File: src/logic/hack_mem_pkg.sv
package hack_mem_pkg;

    // word and address widths
    localparam int DATA_W        = 16;
    localparam int CPU_ADDR_W    = 15;
    localparam int SCREEN_ADDR_W = 13;

    // address map in words
    localparam int RAM_WORDS     = 16384;
    localparam int SCREEN_BASE   = 16384;
    localparam int SCREEN_WORDS  = 8192;
    localparam int KBD_ADDR      = 24576;

    // raster geometry, one bit per pixel
    localparam int SCREEN_COLS   = 512;
    localparam int SCREEN_ROWS   = 256;
    localparam int WORDS_PER_ROW = 32;   // SCREEN_COLS / DATA_W

    // which target a cpu address lands on
    typedef enum logic [1:0] {
        CLS_NONE,
        CLS_RAM,
        CLS_SCREEN,
        CLS_KBD
    } addr_class_t;

    // cpu port, load is the write strobe
    typedef struct packed {
        logic [CPU_ADDR_W-1:0] addr;
        logic [DATA_W-1:0]     data;
        logic                  load;
    } cpu_req_t;

    // one access on the shared screen buffer port
    typedef struct packed {
        logic [SCREEN_ADDR_W-1:0] addr;
        logic [DATA_W-1:0]        data;
        logic                     we;
    } screen_req_t;

    // pixel with its raster position
    typedef struct packed {
        logic [8:0] x;
        logic [7:0] y;
        logic       value;
    } pixel_t;

endpackage

File: src/logic/screen_arbiter.sv
`timescale 1ns/1ns

module screen_arbiter (
    input  logic                      clk,
    input  logic                      reset,

    // cpu side, always wins
    input  hack_mem_pkg::screen_req_t cpu_screen,
    input  logic                      cpu_screen_sel,

    // scanner side, read only
    input  logic [12:0]               scan_addr,
    input  logic                      scan_req,
    output logic                      scan_grant,

    // to the screen ram
    output hack_mem_pkg::screen_req_t mem_req
);

    logic scan_win;   // scanner owns the port this cycle

    // no second win while the grant for the first is still showing,
    // the scanner only drops its request after it has seen the grant
    assign scan_win = scan_req && !cpu_screen_sel && !scan_grant;

    always_comb begin
        if (cpu_screen_sel) begin
            mem_req = cpu_screen;
        end else begin
            mem_req.addr = scan_addr;   // idle cycles just do a harmless read
            mem_req.data = 16'd0;
            mem_req.we   = 1'b0;
        end
    end

    // grant rises with the ram's registered q for the scanner address
    always_ff @(posedge clk) begin
        if (reset) begin
            scan_grant <= 1'b0;
        end else begin
            scan_grant <= scan_win;
        end
    end

endmodule

File: config.mk
export PLATFORM = sky130hd
export DESIGN_NAME = screen_arbiter
export DESIGN_NICKNAME = d
export VERILOG_FILES = /design/src/logic/hack_mem_pkg.sv /design/src/logic/screen_arbiter.sv
export SDC_FILE = /design/constraint.sdc
export NUM_CORES = 1
export LEC_CHECK = 0
export BUFFER_PORTS_ARGS = -buffer_cell sky130_fd_sc_hd__buf_2
export CORE_MARGIN = 2
export CORE_UTILIZATION = 23
export CTS_BUF_LIST = sky130_fd_sc_hd__clkbuf_8
export DETAILED_ROUTE_END_ITERATION = 7
export GPL_TIMING_DRIVEN = 0
export HOLD_SLACK_MARGIN = 0.1
export PLACE_DENSITY = 0.88
export REMOVE_ABC_BUFFERS = 1
export SYNTH_ARGS = -nofsm -noshare
export SYNTH_HDL_FRONTEND = slang
export SYNTH_SLANG_ARGS = --single-unit
export TNS_END_PERCENT = 50
File: constraint.sdc
create_clock -name clk -period 0.8 [get_ports clk]
set_input_delay 0.12 -clock clk [delete_from_list [all_inputs] [get_ports clk]]
set_output_delay 0.12 -clock clk [all_outputs]
set_load 0.05 [all_outputs]
==> metrics.md <==
| Metric | Value |
|---|---|
| # fillers | `113` |
| Max reg flops | `1` |
| Routability cong. | `0.6500` |
| Antenna Nets Post-Route | `0` |
| Delay-heaviest family, CP | `multiplexers` |
| CP cell instances | `buf_16, mux2_4, buf_8` |
| Cell area after layout | `1026 um2` |
| Slew @ Worst Pin | `roughly 0.25 ns` |
| Multi-input logic area | `334.1 um2` |
| Via/cell ratio | `around 4.3` |
| Worst Hold Launch | `reset` |
| Vias post-DR | `548` |
| GRT overflow | `0` |
| Critical path fanouts, max | `8` |
| Final hold violations | `0` |
| Setup bufs post-CTS | `0` |
| Synth Area in XOR/XNOR | `0%` |
| First-pass GRT wire length | `roughly 2200 um` |
| Data required, critical path | `0.68 ns` |
| FF/Latch Area | `between 20 and 25 um2` |
| Largest family of logic cells by synthesized area | `multiplexers` |
| DR DRC count | `0` |
| Placed Area | `about 730 um2` |
| Sequential share of the synthesized area | `approximately 5.7%` |
| Biggest area consumer among synthesized cells | `mux2_4` |
| Yosys top cell area share | `42.55%` |
| Ports | `78` |
| Die Y | `43.17 um` |
| Worst R2R Setup Slack | `approximately 0.17 ns` |
| Biggest regs | `scan_grant (1)` |
| Fin. max-slew vios | `0` |
| Total GRT Usage | `14.75%` |
| Tightest Hold Check Type | `input pin to register` |
| Die width | `43.17 um` |
| Synth Area in Compound Gates | `0%` |
| Largest Register | `scan_grant` |
| Core footprint | `1471 um2` |
| Final setup violation count | `13` |
| DR pass1 iterations | `4` |
| Number of global-route vias before repair | `~550` |
| Cells after synthesis | `35` |
| Setup TNS | `-0.2031 ns` |
| Initial Utilization | `23.98%` |
| DR iter-0 viols | `3` |
| Critical R2R Launch | `scan_grant$_SDFF_PP0_` |
| Pre-CTS setup slack | `-0.5122 ns` |
| Antenna violations before repair | `0` |
| Yosys warnings | `0` |
| Number of diodes | `0` |
| Adder-Cell Fraction of Synth Area | `0%` |
| Max-cap violations | `0` |
| Lkg Pwr | `0.0005871 uW` |
| Simple-gate share of the synthesized area | `between 30% and 40%` |
| Worst EP arrival | `0.71 ns` |
| Seq cells post-synth | `1` |
| Final Cycle Share | `103.3%` |
| Post-DP HPWL | `1022 um` |
| PwrDens | `940.6 nW/um2` |
| FP Rows | `14` |
| CTS clock-pin slew for the worst setup and hold paths | `0 ns` |
| Fmax | `approximately 1200 MHz` |
| Layout cells sized above 1 | `about nine tenths` |
| Critical path class | `input pin to output pin` |
| Critical path startpoint | `cpu_screen_sel` |
| Die ar. | `1863 um2` |
| Syn Area/Cell | `10.08 um2` |
| Slew HR | `a little over four fifths` |
| Port Buffers | `between 70 and 80` |
| CP endpoint kind | `output pin` |
| Largest net degree at the start of global routing | `16` |
| Worst path bufs/invs | `2` |
| Post-synthesis mux area share | `between 50 and 60%` |
| WL/cell | `11.43 um` |
| Top cells by area, synth | `mux2_4, and2_1, mux2_2, buf_6, dfxtp_1` |
| NumNets Final | `160` |
| Worst setup SP type | `input pin` |
| Routed WL | `1452 um` |
| Worst Skew | `0 ns` |
| Final critical path time including I/O delays and setup | `0.8267 ns` |
| Clk_lat worst skew | `0 ns` |
| Mapped Area | `approximately 350 um2` |
| Crit path setup slack, layout | `-0.02666 ns` |
| RSZ-0062 raised after global routing | `true` |
| Delay of the slowest cell on the worst path | `slightly above 0.3 ns` |
| Peak supply drop | `0.4697 mV` |
| Status | `complete, but fails checks` |
| Layout overhead on the synthesized area | `190.8%` |
| Post-synthesis cell type count | `7` |
| Failing checks | `setup timing` |
| Worst path slowest cell | `mux2_4` |
## cell usage in the layout, fill, tap and decap left out
cell / n
nor4b_2: 1
and2_4: 7
buf_8: 4
buf_6: 23
mux2_4: 13
and2_1: 10
buf_2: 49
buf_16: 2
bufbuf_16: 1
dfxtp_1: 1
## stage by stage
stage | util (%) | hold slack [ns] | std cells | total power (uW)
after global placement | 49.66 | 0.2932 | 125 | 738.9
after detailed placement | 49.66 | 0.3092 | 125 | 746.5
final | 69.73 | 0.3069 | 127 | 965.0
after global routing | 69.73 | 0.3214 | 127 | 1001
after CTS | 68.54 | 0.3097 | 127 | 947.9
after floorplan | - | 0.1906 | 32 | 534.7
## cell families after synthesis
group	after synthesis
DFF	1
muxes	13
and+or+nand+nor	18
buffers and inverters	3
## where the power goes
group	total (uW)	internal (uW)	leakage, uW	switching (uW)
Combinational	911	422	0.000579	488
Clock	0	0	0	0
Sequential	54.4	53.0	0.00000820	1.37
Total	965	475	0.000587	490
## final timing paths
| path | endpoint | cells past startpoint |
|---|---|---|
| worst max-delay path | mem_req[28] | 3 |
| worst max register to register | scan_grant$_SDFF_PP0_ | 1 |
| worst min register to register | scan_grant$_SDFF_PP0_ | 1 |
| worst min-delay path | scan_grant$_SDFF_PP0_ | 2 |
## repair_timing
item | CTS | global route
cloned | 2 | 0
endpoints found under the setup margin | 31 | 20
hold buffers | 0 | 0
resized for setup | 67 | 7
## synthesized netlist by cell type, drive strengths merged
library cell	n
and2	17
mux2	13
buf	3
dfxtp	1
nor4b	1
## cell type report
| cell class | instances | area share (%) |
|---|---|---|
| sequential | 1 | 1.951 |
| tap | 16 | 1.951 |
| multi-input combinational | 31 | 32.56 |
| timing repair buffer | 79 | 63.54 |
## per-layer routing
metal  part of all wire, %  up-vias  routed length [um]  GRT usage [%]
li1                      -      270                   -              -
met1                    31      231                 448          14.72
met2                    56       47                 809          32.54
met3                    13        0                 194          1.702
met4                     0        0                   0              0
met5                     0        -                   0              0
Power figures use the tool's default switching activity.
