$ cat src/logic/hack_mem_pkg.sv
package hack_mem_pkg;

    // word and address widths
    localparam int DATA_W        = 16;
    localparam int CPU_ADDR_W    = 15;
    localparam int SCREEN_ADDR_W = 13;

    // address map in words
    localparam int RAM_WORDS     = 16384;
    localparam int SCREEN_BASE   = 16384;
    localparam int SCREEN_WORDS  = 8192;
    localparam int KBD_ADDR      = 24576;

    // raster geometry, one bit per pixel
    localparam int SCREEN_COLS   = 512;
    localparam int SCREEN_ROWS   = 256;
    localparam int WORDS_PER_ROW = 32;   // SCREEN_COLS / DATA_W

    // which target a cpu address lands on
    typedef enum logic [1:0] {
        CLS_NONE,
        CLS_RAM,
        CLS_SCREEN,
        CLS_KBD
    } addr_class_t;

    // cpu port, load is the write strobe
    typedef struct packed {
        logic [CPU_ADDR_W-1:0] addr;
        logic [DATA_W-1:0]     data;
        logic                  load;
    } cpu_req_t;

    // one access on the shared screen buffer port
    typedef struct packed {
        logic [SCREEN_ADDR_W-1:0] addr;
        logic [DATA_W-1:0]        data;
        logic                     we;
    } screen_req_t;

    // pixel with its raster position
    typedef struct packed {
        logic [8:0] x;
        logic [7:0] y;
        logic       value;
    } pixel_t;

endpackage

$ cat src/logic/memory_map.sv
`timescale 1ns/1ns

module memory_map (
    input  logic                      clk,
    input  logic                      reset,
    input  hack_mem_pkg::cpu_req_t    cpu,
    input  logic [7:0]                keyboard,

    // data ram port
    output logic [13:0]               ram_addr,
    output logic [15:0]               ram_d,
    output logic                      ram_we,
    input  logic [15:0]               ram_q,

    // screen buffer request, goes through the arbiter
    output hack_mem_pkg::screen_req_t cpu_screen,
    output logic                      cpu_screen_sel,
    input  logic [15:0]               screen_q,

    output logic [15:0]               out
);

    hack_mem_pkg::addr_class_t cls;     // class of the current address
    hack_mem_pkg::addr_class_t cls_q;   // class of last cycle's address
    logic [7:0]                kbd_q;

    // screen range ends after word 24575, the bound is exclusive
    always_comb begin
        if (cpu.addr < 15'(hack_mem_pkg::RAM_WORDS)) begin
            cls = hack_mem_pkg::CLS_RAM;
        end else if (cpu.addr < 15'(hack_mem_pkg::SCREEN_BASE + hack_mem_pkg::SCREEN_WORDS)) begin
            cls = hack_mem_pkg::CLS_SCREEN;
        end else if (cpu.addr == 15'(hack_mem_pkg::KBD_ADDR)) begin
            cls = hack_mem_pkg::CLS_KBD;
        end else begin
            cls = hack_mem_pkg::CLS_NONE;   // unmapped, reads zero
        end
    end

    // data ram sees the low address bits every cycle
    assign ram_addr = cpu.addr[13:0];
    assign ram_d    = cpu.data;
    assign ram_we   = cpu.load && (cls == hack_mem_pkg::CLS_RAM);

    // screen offset relative to the buffer base
    always_comb begin
        cpu_screen.addr = 13'(cpu.addr - 15'(hack_mem_pkg::SCREEN_BASE));
        cpu_screen.data = cpu.data;
        cpu_screen.we   = cpu.load && (cls == hack_mem_pkg::CLS_SCREEN);
    end

    // reads need the port as well, so select on class alone
    assign cpu_screen_sel = (cls == hack_mem_pkg::CLS_SCREEN);

    // class travels one cycle, in step with the ram read
    always_ff @(posedge clk) begin
        if (reset) begin
            cls_q <= hack_mem_pkg::CLS_NONE;
        end else begin
            cls_q <= cls;
        end
    end

    always_ff @(posedge clk) begin
        kbd_q <= keyboard;   // sampled with the address
    end

    // read data return
    always_comb begin
        case (cls_q)
            hack_mem_pkg::CLS_RAM:    out = ram_q;
            hack_mem_pkg::CLS_SCREEN: out = screen_q;
            hack_mem_pkg::CLS_KBD:    out = {8'd0, kbd_q};   // zero-extended code
            default:                  out = 16'd0;
        endcase
    end

endmodule

$ cat config.mk
export PLATFORM = sky130hd
export DESIGN_NAME = memory_map
export DESIGN_NICKNAME = d
export VERILOG_FILES = /design/src/logic/hack_mem_pkg.sv /design/src/logic/memory_map.sv
export SDC_FILE = /design/constraint.sdc
export NUM_CORES = 1
export LEC_CHECK = 0
export BUFFER_PORTS_ARGS = -buffer_cell sky130_fd_sc_hd__buf_2
export CAP_MARGIN = 0
export CELL_PAD_IN_SITES_DETAIL_PLACEMENT = 0
export CELL_PAD_IN_SITES_GLOBAL_PLACEMENT = 1
export CORE_ASPECT_RATIO = 1.1
export CORE_UTILIZATION = 18
export DETAILED_ROUTE_END_ITERATION = 6
export PLACE_DENSITY_LB_ADDON = 0.1
export SETUP_SLACK_MARGIN = 0.2
export SYNTH_ARGS = -nofsm -noshare
export SYNTH_HDL_FRONTEND = slang
export SYNTH_SLANG_ARGS = --single-unit
$ cat constraint.sdc
create_clock -name clk -period 1.2 [get_ports clk]
set_input_delay 0 -clock clk [delete_from_list [all_inputs] [get_ports clk]]
set_output_delay 0 -clock clk [all_outputs]
set_load 0.05 [all_outputs]
==> load_flow_metrics.sql <==
INSERT INTO impl_metrics (metric_group, metric, value, unit) VALUES
('logic_synthesis', 'synth_nets', '185', ''),
('floorplanning', 'fp.coreArea', '5400', 'sq um'),
('logic_synthesis', 'synth_cells', '111', ''),
('sta', 'max_slew_margin', '0.793', ''),
('floorplanning', 'die_ar', '5910', 'sq um'),
('place', 'port_buffers', '103', ''),
('global_route', 'grtUsageTotal', '0.0834', ''),
('logic_synthesis', 'number_of_unique_standard_cell_types_used_by_synthesis', '16', ''),
('clocking', 'ctsHtreeMaxLevel', '1', ''),
('logic_synthesis', 'mappedNetlistArea', '1010', 'sq um'),
('sta', 'finalHoldViolations', '0', ''),
('clocking', 'number_of_cts_inserted_buffers', '3', ''),
('setup_path', 'timing.critical_path.from_type', 'flip-flop', ''),
('global_route', 'first_global_vias', '867', ''),
('setup_path', 'endpoint_kind', 'output pin', ''),
('clocking', 'clkTransAtPathRegs', '50', 'ps'),
('place', 'hpwl', '2220', 'microns'),
('logic_synthesis', 'synth-async-reset-ratio', '0', ''),
('setup_path', 'worstPathMaxFanout', '16', ''),
('logic_synthesis', 'synth_ff_type', 'sky130_fd_sc_hd__dfxtp_1', ''),
('sta', 'final_max_slew_viol_count', '0', ''),
('logic_synthesis', 'count_of_flip_flops_with_a_built_in_enable_after_synthesis', '0', ''),
('floorplanning', 'core.rowCount', '28', ''),
('final_layout', 'fin_area', '1560', 'sq um'),
('place', 'gp_congestion', '0.656', ''),
('global_route', 'pin_count_of_the_biggest_net_entering_global_routing', '17', ''),
('sta', 'final-setup-viol-count', '16', ''),
('floorplanning', 'num_io_pins', '152', ''),
('logic_synthesis', 'postSynthAreaPerCell', '9.09', 'sq um'),
('logic_synthesis', 'synthTopCellsByArea', 'sky130_fd_sc_hd__buf_4 (45%), sky130_fd_sc_hd__dfxtp_1 (20%), sky130_fd_sc_hd__a22o_1 (14%)', ''),
('route', 'via_count', '927', ''),
('outcome', 'outcome', 'finished, violations left', ''),
('worst_hold_path', 'timing.hold.worst.class', 'in2out', ''),
('power_and_ir_drop', 'power_density', '960', 'nW/um^2'),
('power_and_ir_drop', 'max-vdd-ir-drop', '0.298', 'mV'),
('clocking', 'clock_tree.buffer_depth', '2', ''),
('route', 'routed_via_density', '3.75', ''),
('sta', 'final.setup.tns', '-3430', 'ps'),
('outcome', 'failed_checks', 'setup timing', ''),
('floorplanning', 'height_of_the_chip', '80.5', 'microns'),
('final_layout', 'fraction_of_final_layout_cells_with_drive_strength_greater_than_1', '0.802', ''),
('logic_synthesis', 'synth_top_area_share', '0.447', ''),
('setup_path', 'setup.worst_path.class', 'reg2out', ''),
('final_layout', 'diodes', '0', ''),
('route', 'drt_pre_antenna_iters', '4', ''),
('final_layout', 'areaGrowthSynthToFinish', '54.2', '%'),
('setup_path', 'worstPathRequired', '1200', 'ps'),
('final_layout', 'num-nets-final', '247', ''),
('worst_hold_path', 'hold_start', 'cpu[8]', ''),
('place', 'placed_cell_area', '1180', 'sq um'),
('logic_synthesis', 'synth-warning-count', '0', ''),
('worst_hold_path', 'worstHoldEndpoint', 'cpu_screen[8]', ''),
('route', 'avgRoutedWirePerCell', '10.9', 'microns'),
('clocking', 'root_buffer', 'sky130_fd_sc_hd__clkbuf_8', ''),
('sta', 'timing.final.crit_period', '1420', 'ps'),
('clocking', 'tritoncts_clock_tree', 'yes', ''),
('sta', 'grt_setup_unrepaired', 'yes', ''),
('route', 'route.antenna.remaining_nets', '0', ''),
('clocking', 'numClockSinks', '10', ''),
('logic_synthesis', 'most_frequent_cell_after_synthesis', 'sky130_fd_sc_hd__buf_4', ''),
('sta', 'tightest_slew', '306', 'ps'),
('worst_hold_path', 'min_delay_path_depth', '0', ''),
('floorplanning', 'initial_utilization', '0.187', ''),
('sta', 'finalWorstSetupSlack', '-223', 'ps'),
('logic_synthesis', 'synth_sequential_area_ratio', '0.199', ''),
('global_route', 'grt_remaining_overflow', '0', ''),
('logic_synthesis', 'synthDominantAreaCellType', 'sky130_fd_sc_hd__buf_4', ''),
('sta', 'achievable-frequency', '703', 'MHz'),
('setup_path', 'critical_path_arrival', '1420', 'ps'),
('power_and_ir_drop', 'static_power_due_to_leakage', '0.798', 'nW'),
('job', 'max_cap_violations', '0', ''),
('global_route', 'global_route_wire_length_before_repair', '3720', 'microns'),
('sta', 'fin_crit_sh', '1.19', ''),
('global_route', 'antenna_found_initial', '0', ''),
('route', 'iteration_0_drc_count_of_the_detailed_router', '26', ''),
('route', 'residual_drc_count', '0', ''),
('route', 'wl', '2700', 'microns'),
('logic_synthesis', 'count_of_state_elements_after_synthesis', '10', ''),
('logic_synthesis', 'most_instantiated_cells_after_synthesis', 'sky130_fd_sc_hd__buf_4 (60), sky130_fd_sc_hd__a22o_1 (16), sky130_fd_sc_hd__dfxtp_1 (10)', ''),
('floorplanning', 'die_width', '73.4', 'microns');
[critical path, cell delays in order (launching register included)]
cell	delay (ps)
sky130_fd_sc_hd__dfxtp_4	360
sky130_fd_sc_hd__buf_6	130
sky130_fd_sc_hd__nor2b_4	130
sky130_fd_sc_hd__buf_12	150
sky130_fd_sc_hd__a22o_2	270
sky130_fd_sc_hd__buf_8	150
[kinds of logic (layout without fill, tap and decap cells)]
group           after synthesis  in the layout  synth area share
buf+inv                      64            125             0.485
flops                        10             10             0.199
mux                           8              8            0.0893
simple gates                 11             11            0.0782
compound gates               18             18             0.149
[placed cells by master, fill, tap and decap left out, drive strengths merged, types with 2 or more instances in the layout]
| cell | count |
|---|---|
| clkbuf | 4 |
| a22o | 16 |
| nor2b | 4 |
| mux2 | 8 |
| buf | 110 |
| dlygate4sd3 | 11 |
| nor4 | 2 |
| a21oi | 2 |
| dfxtp | 10 |
[metal layers]
layer	global-route usage	up-vias	routed length [microns]
met2	0.162	72	1440
met3	0.0163	6	251
li1	-	445	-
met4	0.0577	0	28
met1	0.0761	404	987
met5	0	-	0
[worst max path at each step]
stage	from	to	slack (ps)	depth (start not counted)
global placement	cls_q[0]$_SDFF_PP0_	out[1]	-150	3
global route	cls_q[0]$_SDFF_PP0_	out[13]	-260	5
CTS	cls_q[0]$_SDFF_PP0_	out[2]	-230	4
finish	cls_q[0]$_SDFF_PP0_	out[2]	-220	5
detailed placement	cls_q[0]$_SDFF_PP0_	out[11]	-190	3
floorplan	cls_q[0]$_SDFF_PP0_	out[11]	60	5
[repair_timing]
action	in CTS	in global routing
hold buffers	11	0
setup buffers	4	0
resized for setup	40	2
pin swaps	0	0
setup endpoints to repair	16	16
endpoints found under the hold margin	10	0
[metrics by stage]
stage / cells / util / total power [W] / hold slack (ps) / worst slack, ps
5_1_grt: 247 / 0.288 / 0.00157 / 0.105 / -265
3_5_place_dp: 228 / 0.219 / 0.000962 / 0.526 / -194
2_1_floorplan: 111 / - / 0.00113 / 27.7 / 57.6
6_report: 247 / 0.288 / 0.00149 / 0.0352 / -223
3_3_place_gp: 228 / 0.219 / 0.000963 / 0.526 / -155
4_1_cts: 247 / 0.287 / 0.00151 / 0.526 / -233
[state kept, by name (all words and copies together), names as in the netlist]
register / flops
kbd_q: 8
cls_q: 2
[power by group]
part	switching [W]	internal, W
combinational	0.000429	0.000283
clock	0.000135	0.000289
sequential	0.00000908	0.000349
[area by class of cell]
type / instances / area [sq um]
fill: 601 / 3840
timing repair buffer: 121 / 831
multi-input combinational: 37 / 372
sequential: 10 / 204
tap: 75 / 93.8
clock buffer: 4 / 55.1
Note: power is estimated with default switching activity, not from simulation.
