`config.mk`:
```
export PLATFORM = sky130hd
export DESIGN_NAME = video_scanner
export DESIGN_NICKNAME = d
export VERILOG_FILES = /design/src/logic/hack_mem_pkg.sv /design/src/logic/video_scanner.sv
export SDC_FILE = /design/constraint.sdc
export NUM_CORES = 1
export LEC_CHECK = 0
export BUFFER_PORTS_ARGS = -buffer_cell sky130_fd_sc_hd__buf_2
export CORE_ASPECT_RATIO = 2
export CORE_MARGIN = 2
export CORE_UTILIZATION = 37
export DETAILED_ROUTE_END_ITERATION = 6
export PLACE_DENSITY = 0.56
export SETUP_SLACK_MARGIN = 0.05
export SLEW_MARGIN = 20
export SYNTH_ARGS = -nofsm -noshare
export SYNTH_HDL_FRONTEND = slang
export SYNTH_SLANG_ARGS = --single-unit
export TNS_END_PERCENT = 30
```
`constraint.sdc`:
```
create_clock -name clk -period 2 [get_ports clk]
set_input_delay 0.2 -clock clk [delete_from_list [all_inputs] [get_ports clk]]
set_output_delay 0.2 -clock clk [all_outputs]
set_load 0.005 [all_outputs]
```
`src/logic/hack_mem_pkg.sv`:
```
package hack_mem_pkg;

    // word and address widths
    localparam int DATA_W        = 16;
    localparam int CPU_ADDR_W    = 15;
    localparam int SCREEN_ADDR_W = 13;

    // address map in words
    localparam int RAM_WORDS     = 16384;
    localparam int SCREEN_BASE   = 16384;
    localparam int SCREEN_WORDS  = 8192;
    localparam int KBD_ADDR      = 24576;

    // raster geometry, one bit per pixel
    localparam int SCREEN_COLS   = 512;
    localparam int SCREEN_ROWS   = 256;
    localparam int WORDS_PER_ROW = 32;   // SCREEN_COLS / DATA_W

    // which target a cpu address lands on
    typedef enum logic [1:0] {
        CLS_NONE,
        CLS_RAM,
        CLS_SCREEN,
        CLS_KBD
    } addr_class_t;

    // cpu port, load is the write strobe
    typedef struct packed {
        logic [CPU_ADDR_W-1:0] addr;
        logic [DATA_W-1:0]     data;
        logic                  load;
    } cpu_req_t;

    // one access on the shared screen buffer port
    typedef struct packed {
        logic [SCREEN_ADDR_W-1:0] addr;
        logic [DATA_W-1:0]        data;
        logic                     we;
    } screen_req_t;

    // pixel with its raster position
    typedef struct packed {
        logic [8:0] x;
        logic [7:0] y;
        logic       value;
    } pixel_t;

endpackage

```
`src/logic/video_scanner.sv`:
```
`timescale 1ns/1ns

module video_scanner (
    input  logic                 clk,
    input  logic                 reset,

    output logic [12:0]          scan_addr,
    output logic                 scan_req,
    input  logic                 scan_grant,
    input  logic [15:0]          screen_q,

    output hack_mem_pkg::pixel_t pixel,
    output logic                 pixel_valid
);

    logic [12:0] word_cnt;    // next word to fetch
    logic [15:0] nxt_word;    // prefetched word waiting
    logic        nxt_valid;
    logic [15:0] shift_reg;
    logic [4:0]  bit_cnt;     // bits left in shift_reg, 0 to 16
    logic [8:0]  x_cnt;
    logic [7:0]  y_cnt;
    logic        consume;     // a pixel leaves this cycle
    logic        load_shift;  // refill from nxt_word

    assign scan_addr   = word_cnt;
    assign pixel_valid = (bit_cnt != 5'd0);
    assign consume     = pixel_valid;
    assign load_shift  = nxt_valid && (bit_cnt <= 5'd1);   // no gap if the word is ready

    assign pixel.x     = x_cnt;
    assign pixel.y     = y_cnt;
    assign pixel.value = shift_reg[0];   // lsb is the leftmost pixel

    // fetch side
    always_ff @(posedge clk) begin
        if (reset) begin
            scan_req  <= 1'b0;
            nxt_valid <= 1'b0;
            word_cnt  <= 13'd0;
        end else begin
            if (load_shift) begin
                nxt_valid <= 1'b0;
            end
            if (scan_grant) begin
                scan_req  <= 1'b0;
                nxt_valid <= 1'b1;
                if (word_cnt == 13'(hack_mem_pkg::SCREEN_WORDS - 1)) begin
                    word_cnt <= 13'd0;   // back to the top of the frame
                end else begin
                    word_cnt <= word_cnt + 13'd1;
                end
            end else if (!scan_req && !nxt_valid && (bit_cnt <= 5'd8)) begin
                scan_req <= 1'b1;        // prefetch with half a word left
            end
        end
    end

    always_ff @(posedge clk) begin
        if (scan_grant) begin
            nxt_word <= screen_q;   // q lines up with the grant
        end
    end

    // shift side
    always_ff @(posedge clk) begin
        if (reset) begin
            bit_cnt <= 5'd0;
        end else if (load_shift) begin
            bit_cnt <= 5'd16;
        end else if (consume) begin
            bit_cnt <= bit_cnt - 5'd1;
        end
    end

    always_ff @(posedge clk) begin
        if (load_shift) begin
            shift_reg <= nxt_word;
        end else if (consume) begin
            shift_reg <= shift_reg >> 1;
        end
    end

    // raster position of the pixel on the output
    always_ff @(posedge clk) begin
        if (reset) begin
            x_cnt <= 9'd0;
            y_cnt <= 8'd0;
        end else if (consume) begin
            if (x_cnt == 9'(hack_mem_pkg::SCREEN_COLS - 1)) begin
                x_cnt <= 9'd0;
                if (y_cnt == 8'(hack_mem_pkg::SCREEN_ROWS - 1)) begin
                    y_cnt <= 8'd0;
                end else begin
                    y_cnt <= y_cnt + 8'd1;
                end
            end else begin
                x_cnt <= x_cnt + 9'd1;
            end
        end
    end

endmodule

```
==> results.json, run 1 <==
{
  "outcome": "finished clean",
  "placedCellCount": 389,
  "path_cells": "inv_1 -> ha_1 -> nor4b_4 -> inv_2 -> buf_2",
  "routabilityCongestion": 0.7847,
  "drtAntennaViolNets": 0,
  "hold_viol": 0,
  "htreeDepth": 3,
  "synthArstFlopShare": 0,
  "cts_root_buffer": "clkbuf_16",
  "firstDrtPassIters": 4,
  "setup_slack_ps": 170.6,
  "initial_core_util": 0.3835,
  "cts-buffers-inserted": 9,
  "path_max_fanout": 11,
  "fin_skew_ps": 6.482,
  "start_kind": "register",
  "final_cells": 406,
  "power_density_nw_per_um2": 1380,
  "fin_crit_sh": 0.9147,
  "detail_route.wl_per_cell_um": 13.71,
  "synthesis.area_um2": 2915,
  "grt_pass1_vias": 1994,
  "synth_top_area_share": 0.3296,
  "portBuffers": 51,
  "grt-ovfl-total": 0,
  "io_pins": 52,
  "diodes": 0,
  "rows": 45,
  "ff_latch_area_um2": 1702,
  "required_ps": 1800,
  "place_area_um2": 3317,
  "setup_viol": 0,
  "antenna_found_initial": 0,
  "die_w_um": 66.77,
  "yosys_warnings": 0,
  "setup_tns_ps": 0,
  "power_mw": 5.063,
  "die_y_um": 129.5,
  "synth-seq-area-share": 0.5837,
  "slew_violations": 0,
  "clock_path_buffers": 2,
  "num_vias": 1933,
  "layout_min_cycle_time_ps": 1829,
  "hpwlAfterDp_mm": 4.026,
  "whs_ps": 45.00,
  "core_region_area_um2": 7601,
  "rsz0062_at_grt": "true",
  "numClockSinks": 69,
  "nets": 333,
  "grt_usage": 0.1460,
  "clkSlewWorstSetupHoldPaths_ps": 60,
  "synth_common_cells": "37 x dfxtp_1, 34 x nor2_1, 32 x edfxtp_1",
  "synthesis.instances": 245,
  "fin_util": 0.4825,
  "slew-limit-headroom": 0.7110,
  "yosys-top-cells-area": "edfxtp_1 33%, dfxtp_1 25%, nor2_1 4.4%, xor2_1 4.2%, mux2_4 4.1%",
  "postRouteWirelength_mm": 5.568,
  "yosys.area.top_type": "edfxtp_1",
  "grtUsageMet2": 0.2476,
  "criticalPathCategory": "reg2out",
  "slowest_delay_ps": 330,
  "cp_slowest_cell": "dfxtp_1",
  "grt_max_degree": 22,
  "hold_path_class": "in2reg",
  "critPathArrivalTime_ps": 1630,
  "area_growth_pct": 25.79,
  "clkLatencyLatePin_ps": 330,
  "layout-drive-gt1-share": 0.3269,
  "post-place-ws_ps": 11.98,
  "cts_tree": "yes",
  "grt_busiest_layer": "met2",
  "nFillCells": 723,
  "via_per_inst": 4.761,
  "dieArea_um2": 8648,
  "syn-num-nets": 271,
  "drc_errors": 0,
  "peakVddDrop_v": 0.0004777,
  "met3_usage": 0.04514,
  "final_cell_area_um2": 3667,
  "endpoint_kind": "primary output",
  "syn_area_per_cell_um2": 11.90,
  "synth.most_common_cell": "dfxtp_1",
  "synth_flop_cell": "dfxtp_1",
  "multi_input_area_um2": 1156,
  "max-cap-violations": 0,
  "fmax_mhz": 546.6,
  "drt_iter0_drc": 91,
  "synth.distinct_cells": 37,
  "power.static_leakage_nw": 1.510,
  "synth-edff-count": 32,
  "tightest_slew_ps": 432.0,
  "grt_pass1_wl_mm": 9.287,
  "yosys_register_bits": 69,
  "gr-usage-met1": 0.1568
}
metal layers:
| metal | wire length [um] | part of all wire |
|---|---|---|
| met5 | 0 | 0 |
| met4 | 99 | 0.018 |
| met3 | 213 | 0.038 |
| met2 | 3024 | 0.54 |
| met1 | 2230 | 0.40 |
worst max-delay path, delay by kind of cell (launching register included):
kind	cells	cell delay [ps]
buffers and inverters	3	460
DFF	1	330
and+or+nand+nor	1	280
adders and majority gates	1	230
power by group:
group,switching [mW],internal [mW],leakage (nW)
Sequential,0.146,1.89,0.621
Combinational,0.680,0.691,0.738
Clock,0.576,1.08,0.151
Total,1.40,3.66,1.51
repair_timing:
item | CTS | global route
hold buffers | 0 | 0
setup buffers | 0 | 1
gates cloned | 0 | 0
pin swaps | 0 | 3
setup endpoints to repair | 1 | 9
gates resized for setup | 1 | 5
cell type report:
class,count,share of cell area
clock buffer,9,0.06141
tap,94,0.03207
clock inverter,7,0.02422
timing repair buffer,62,0.09894
multi-input combinational,161,0.3153
sequential,69,0.4640
inverter,4,0.004094
logic make-up after synthesis:
| group | count (synthesis) | synth area share |
|---|---|---|
| xor gates and xnor gates | 27 | 0.08112 |
| and+or+nand+nor | 98 | 0.1717 |
| AOI/OAI and AO/OA | 13 | 0.03219 |
| muxes | 16 | 0.07168 |
| adders and majority gates | 7 | 0.03004 |
| buffers and inverters | 15 | 0.02961 |
| DFF | 69 | 0.5837 |
cells in the final DEF, fill, tap and decap left out, drive strengths merged, types with 2 or more instances in the layout:
master and instances:
or2 2, nand4 9, nand3 7, ha 7, nand2 19, mux2 15, xor2 14, a21oi 6
nor2 34, and2 2, clkinv 3, edfxtp 32, and3 3, dfxtp 37, bufinv 2, nor4b 4
and4 3, nor4 3, nand2b 2, nor3b 2, clkbuf 9, inv 5, nor3 7, buf 62
xnor2 13
path summary, 6_finish.rpt:
check	startpoint	to	slack (ps)	cells after the start
worst max-delay path	bit_cnt[0]	pixel_valid	170	5
worst min-delay path	screen_q[8]	nxt_word[8]	50	1
worst max register to register	bit_cnt[1]	shift_reg[4]	170	6
worst min register to register	scan_req	scan_req	470	1
Note: power is estimated with default switching activity, not from simulation.
==> run 2, diff against run 1 <==
Settings changed: ABC_AREA set to 1, CORE_UTILIZATION 37 to 50, PLACE_DENSITY 0.56 to 0.72.
==> results.json, run 2 <==
{
  "grt_pass1_wl_mm": 10.06,
  "yosys_register_bits": 69,
  "post-place-ws_ps": -3.355,
  "nets": 426,
  "synth_flop_cell": "dfxtp_1",
  "area_growth_pct": 22.84,
  "start_kind": "register",
  "layout-drive-gt1-share": 0.2494,
  "setup_viol": 0,
  "detail_route.wl_per_cell_um": 12.89,
  "outcome": "complete, but fails checks",
  "diodes": 0,
  "yosys-top-cells-area": "edfxtp_1 32%, dfxtp_1 25%, nand2_1 13%, nor2_1 4.9%, inv_1 3.5%",
  "met3_length_um": 313,
  "power.static_leakage_nw": 1.648,
  "grt_max_degree": 17,
  "synth.distinct_cells": 35,
  "clock_path_buffers": 2,
  "path_max_fanout": 7,
  "routabilityCongestion": 0.8723,
  "power_density_nw_per_um2": 1334,
  "comb_power_share": 0.270,
  "met2_wirelength_mm": 2.981,
  "syn_area_per_cell_um2": 8.925,
  "hold_viol": 0,
  "netSwitchingPower_mw": 1.567,
  "required_ps": 2220,
  "power_mw": 4.929,
  "slew_violations": 0,
  "num_vias": 2410,
  "grt-ovfl-total": 0,
  "max-cap-violations": 0,
  "swShare": 0.3179,
  "layout_min_cycle_time_ps": 1811,
  "die_y_um": 113.7,
  "hold_path_class": "in2reg",
  "yosys_warnings": 0,
  "drtAntennaViolNets": 0,
  "synthArstFlopShare": 0,
  "layout_commonest_cell": "nand2_1",
  "drc_errors": 2,
  "critPathArrivalTime_ps": 2030,
  "initial_core_util": 0.5093,
  "fmax_mhz": 552.3,
  "cts_tree": "yes",
  "drt_iter0_drc": 128,
  "place_area_um2": 3334,
  "cts_root_buffer": "clkbuf_16",
  "numClockSinks": 69,
  "postRouteWirelength_mm": 6.031,
  "grt_pass1_vias": 2396,
  "endpoint_kind": "register",
  "internal_power_mw": 3.363,
  "violations": "DRC",
  "hpwlAfterDp_mm": 4.272,
  "synth-edff-count": 32,
  "die_w_um": 58.85,
  "criticalPathCategory": "reg2reg",
  "layout_common_cells": "101 x nand2_1, 51 x buf_2, 39 x nor2_1",
  "synth_common_cells": "102 x nand2_1, 39 x nor2_1, 37 x dfxtp_1",
  "synth-seq-area-share": 0.5657,
  "firstDrtPassIters": 6,
  "fin_skew_ps": 5.600,
  "synth_top_area_share": 0.3195,
  "via_per_inst": 5.150,
  "clkLatencyLatePin_ps": 330,
  "placedCellCount": 449,
  "core_region_area_um2": 5906,
  "slew-limit-headroom": 0.7854,
  "final_cell_area_um2": 3695,
  "htreeDepth": 3,
  "portBuffers": 51,
  "cts-buffers-inserted": 9,
  "rows": 40,
  "setup_slack_ps": 189.5,
  "dieArea_um2": 6690,
  "synthesis.area_um2": 3008,
  "io_pins": 52,
  "wl_met1_mm": 2.571,
  "setup_tns_ps": 0,
  "antenna_found_initial": 0,
  "syn-num-nets": 363,
  "synthesis.instances": 337,
  "top_layer": "met4",
  "rsz0062_at_grt": "false",
  "synth.most_common_cell": "nand2_1",
  "peakVddDrop_v": 0.0008310,
  "grt_usage": 0.1972,
  "final_cells": 468,
  "yosys.area.top_type": "edfxtp_1",
  "p_seq_frac": 0.422,
  "clkSlewWorstSetupHoldPaths_ps": 50,
  "tightest_slew_ps": 321.6,
  "fin_crit_sh": 0.9053,
  "p_clk_frac": 0.308
}
==> run 2: power by group through the flow <==
stage                     clock network, mW  registers [mW]  logic, mW
final                                  1.52            2.08       1.33
after global routing                   1.60            2.11       1.52
after CTS                              1.55            2.07       1.32
after detailed placement                  0            2.10       1.30
after global placement                    0            2.08       1.24
after floorplan                           0            2.07      0.969
==> run 2: cells by family after synthesis <==
logic type / count (synthesis) / synth area share
AOI/OAI and AO/OA: 25 / 0.04701
and+or+nand+nor: 186 / 0.2725
DFF: 69 / 0.5657
adders and majority gates: 7 / 0.02912
buffers and inverters: 39 / 0.05366
xor gates and xnor gates: 11 / 0.03203
==> run 2: worst max-delay path: stages (launching register included) <==
cell and delay, ps:
dfxtp_2 360, ha_4 140, nand2_2 70, nor3_4 200
nand2_1 70, nor2_1 120, ha_2 200, inv_1 70
a21oi_4 200, nor2_2 80, inv_2 120, nor3_1 60
==> run 2: per-stage QoR <==
step | hold slack, ps | utilization
6_report | 44.27 | 0.6256
5_1_grt | 37.63 | 0.6256
4_1_cts | 35.01 | 0.6161
3_5_place_dp | 378.1 | 0.5646
3_3_place_gp | 377.3 | 0.5646
2_1_floorplan | 298.9 | -
==> run 2: worst paths after layout <==
path / from / end / slack, ps / depth (start not counted)
worst max register to register: x_cnt[0] / x_cnt[2] / 190 / 11
worst min register to register: x_cnt[4] / x_cnt[4] / 460 / 2
worst max-delay path: x_cnt[0] / x_cnt[2] / 190 / 11
worst min-delay path: screen_q[9] / nxt_word[9] / 40 / 1
==> run 2: area by class of cell <==
class                           count  area [um2]
Tap cell                           63       78.83
Inverter                           33       123.9
Multi-Input combinational cell    229        1189
Sequential cell                    69        1704
Timing Repair Buffer               58       307.8
Clock inverter                      7       66.31
Clock buffer                        9       225.2
Fill cell                         504        2211
==> run 2: layer usage <==
metal,global-route usage,vias to the layer above
met1,0.2315,1106
met4,0.1106,0
met2,0.3170,74
met5,0,-
li1,-,1215
met3,0.05329,15
==> run 2: timing repair <==
item	in CTS	in global routing
buffers inserted	0	3
hold buffers	0	0
pin swaps	0	2
endpoints found under the setup margin	10	15
resized for setup	2	9
==> run 3, diff against run 2 <==
Settings changed: ABC_AREA 1 to not set.
==> results.json, run 3 (synthesized netlist as in run 1, its figures left out) <==
{
  "die_y_um": 112.0,
  "met2_wirelength_mm": 2.996,
  "routabilityCongestion": 0.7750,
  "layout_min_cycle_time_ps": 1848,
  "path_cells": "ha_2 -> nand2_1 -> nor3_2 -> ha_2 -> nand4_1 -> a211o_1 -> a21oi_1 -> nor2_1",
  "fin_skew_ps": 6.573,
  "fin_crit_sh": 0.9239,
  "post-place-ws_ps": 58.76,
  "num_vias": 2010,
  "setup_viol": 0,
  "hpwlAfterDp_mm": 3.770,
  "antenna_found_initial": 0,
  "clock_path_buffers": 2,
  "setup_slack_ps": 152.2,
  "tightest_slew_ps": 403.1,
  "grt-ovfl-total": 0,
  "area_growth_pct": 22.75,
  "cp_slowest_cell": "dfxtp_2",
  "power_density_nw_per_um2": 1323,
  "setup_tns_ps": 0,
  "initial_core_util": 0.5150,
  "dieArea_um2": 6495,
  "portBuffers": 51,
  "slowest_delay_ps": 350,
  "path_common_cell": "ha_2",
  "whs_ps": 49.58,
  "hold_path_class": "in2reg",
  "critPathArrivalTime_ps": 2050,
  "detail_route.wl_per_cell_um": 14.38,
  "grt_pass1_wl_mm": 8.790,
  "die_w_um": 58.00,
  "criticalPathCategory": "reg2reg",
  "grt_usage": 0.1790,
  "layout_common_cells": "51 x buf_2, 36 x dfxtp_1, 34 x nor2_1",
  "cts_hold_buf": 0,
  "grt_max_degree": 22,
  "nets": 333,
  "nFillCells": 492,
  "via_per_inst": 5.389,
  "power.static_leakage_nw": 1.480,
  "peakVddDrop_v": 0.001211,
  "drc_errors": 0,
  "core_region_area_um2": 5660,
  "outcome": "finished clean",
  "start_kind": "register",
  "numClockSinks": 69,
  "slew_violations": 0,
  "wl_met1_mm": 2.011,
  "io_pins": 52,
  "rrSetupSlack_ps": 150,
  "drtAntennaViolNets": 0,
  "fmax_mhz": 541.2,
  "rsz0062_at_grt": "false",
  "required_ps": 2200,
  "cts_root_buffer": "clkbuf_16",
  "layout_commonest_cell": "buf_2",
  "endpoint_kind": "register",
  "top_layer": "met4",
  "crit_family": "simple AND/OR/NAND/NOR gates",
  "cts-buffers-inserted": 9,
  "firstDrtPassIters": 4,
  "diodes": 0,
  "max-cap-violations": 0,
  "slew-limit-headroom": 0.7303,
  "clkLatencyLatePin_ps": 320,
  "path_max_fanout": 4,
  "postRouteWirelength_mm": 5.365,
  "layout-drive-gt1-share": 0.3269,
  "hold_viol": 0,
  "met3_length_um": 243,
  "critPathBufInv": 0,
  "clkSlewWorstSetupHoldPaths_ps": 50,
  "htreeDepth": 3,
  "rows": 39,
  "cts_tree": "yes",
  "drt_iter0_drc": 35,
  "grt_pass1_vias": 2000
}
run 3: changes by cell type in the layout (fill, tap and decap cells not counted), sizes merged, moves of 4 or more:
cell	delta
a21oi	-9
buf	+4
inv	-29
mux2	+15
nand2	-86
nand3	-7
nor2	-12
nor4b	+4
o21ai	-5
xnor2	+10
xor2	+6
run 3: cell type report:
type | instances | area [um2] | share of cell area
Timing Repair Buffer | 62 | 362.8 | 0.1014
Multi-Input combinational cell | 161 | 1161 | 0.3245
Sequential cell | 69 | 1703 | 0.4759
Clock buffer | 11 | 232.7 | 0.06503
Tap cell | 61 | 76.32 | 0.02133
Inverter | 4 | 15.01 | 0.004196
Clock inverter | 5 | 27.53 | 0.007692
run 3: per-stage QoR:
step	total power, mW	cell area, um2	util	std cells
3_3_place_gp	3.367	3276	0.5787	356
4_1_cts	4.777	3542	0.6258	372
3_5_place_dp	3.395	3276	0.5787	356
6_report	4.735	3578	0.6322	373
2_1_floorplan	3.023	2915	-	245
5_1_grt	4.989	3578	0.6322	373
run 3: what timing repair did:
item,in CTS,in global routing
pin swaps,0,3
endpoints found under the setup margin,1,14
gates resized for setup,1,7
buffers inserted,0,1
run 3: path summary, 6_finish.rpt:
path	start	endpoint	cells after the start
worst max register to register	x_cnt[1]	y_cnt[7]	8
worst min register to register	scan_req	scan_req	1
worst min-delay path	screen_q[5]	nxt_word[5]	1
worst max-delay path	x_cnt[1]	y_cnt[7]	8
run 3: worst register-to-register path: cells and delay by family, from the launching register on:
family | cells | cell delay [ps]
flops | 1 | 350
compound gates | 2 | 450
fa+ha+maj | 2 | 430
simple gates | 4 | 510
run 3: routing by layer:
layer	up-vias	global-route usage
met1	974	0.1814
met4	0	0.1008
li1	987	-
met3	11	0.05923
met5	-	0
met2	38	0.3091
run 3: power breakdown:
part	leakage, nW	switching, mW	internal (mW)
combinational	0.738	0.658	0.681
clock	0.121	0.534	0.827
sequential	0.622	0.147	1.89
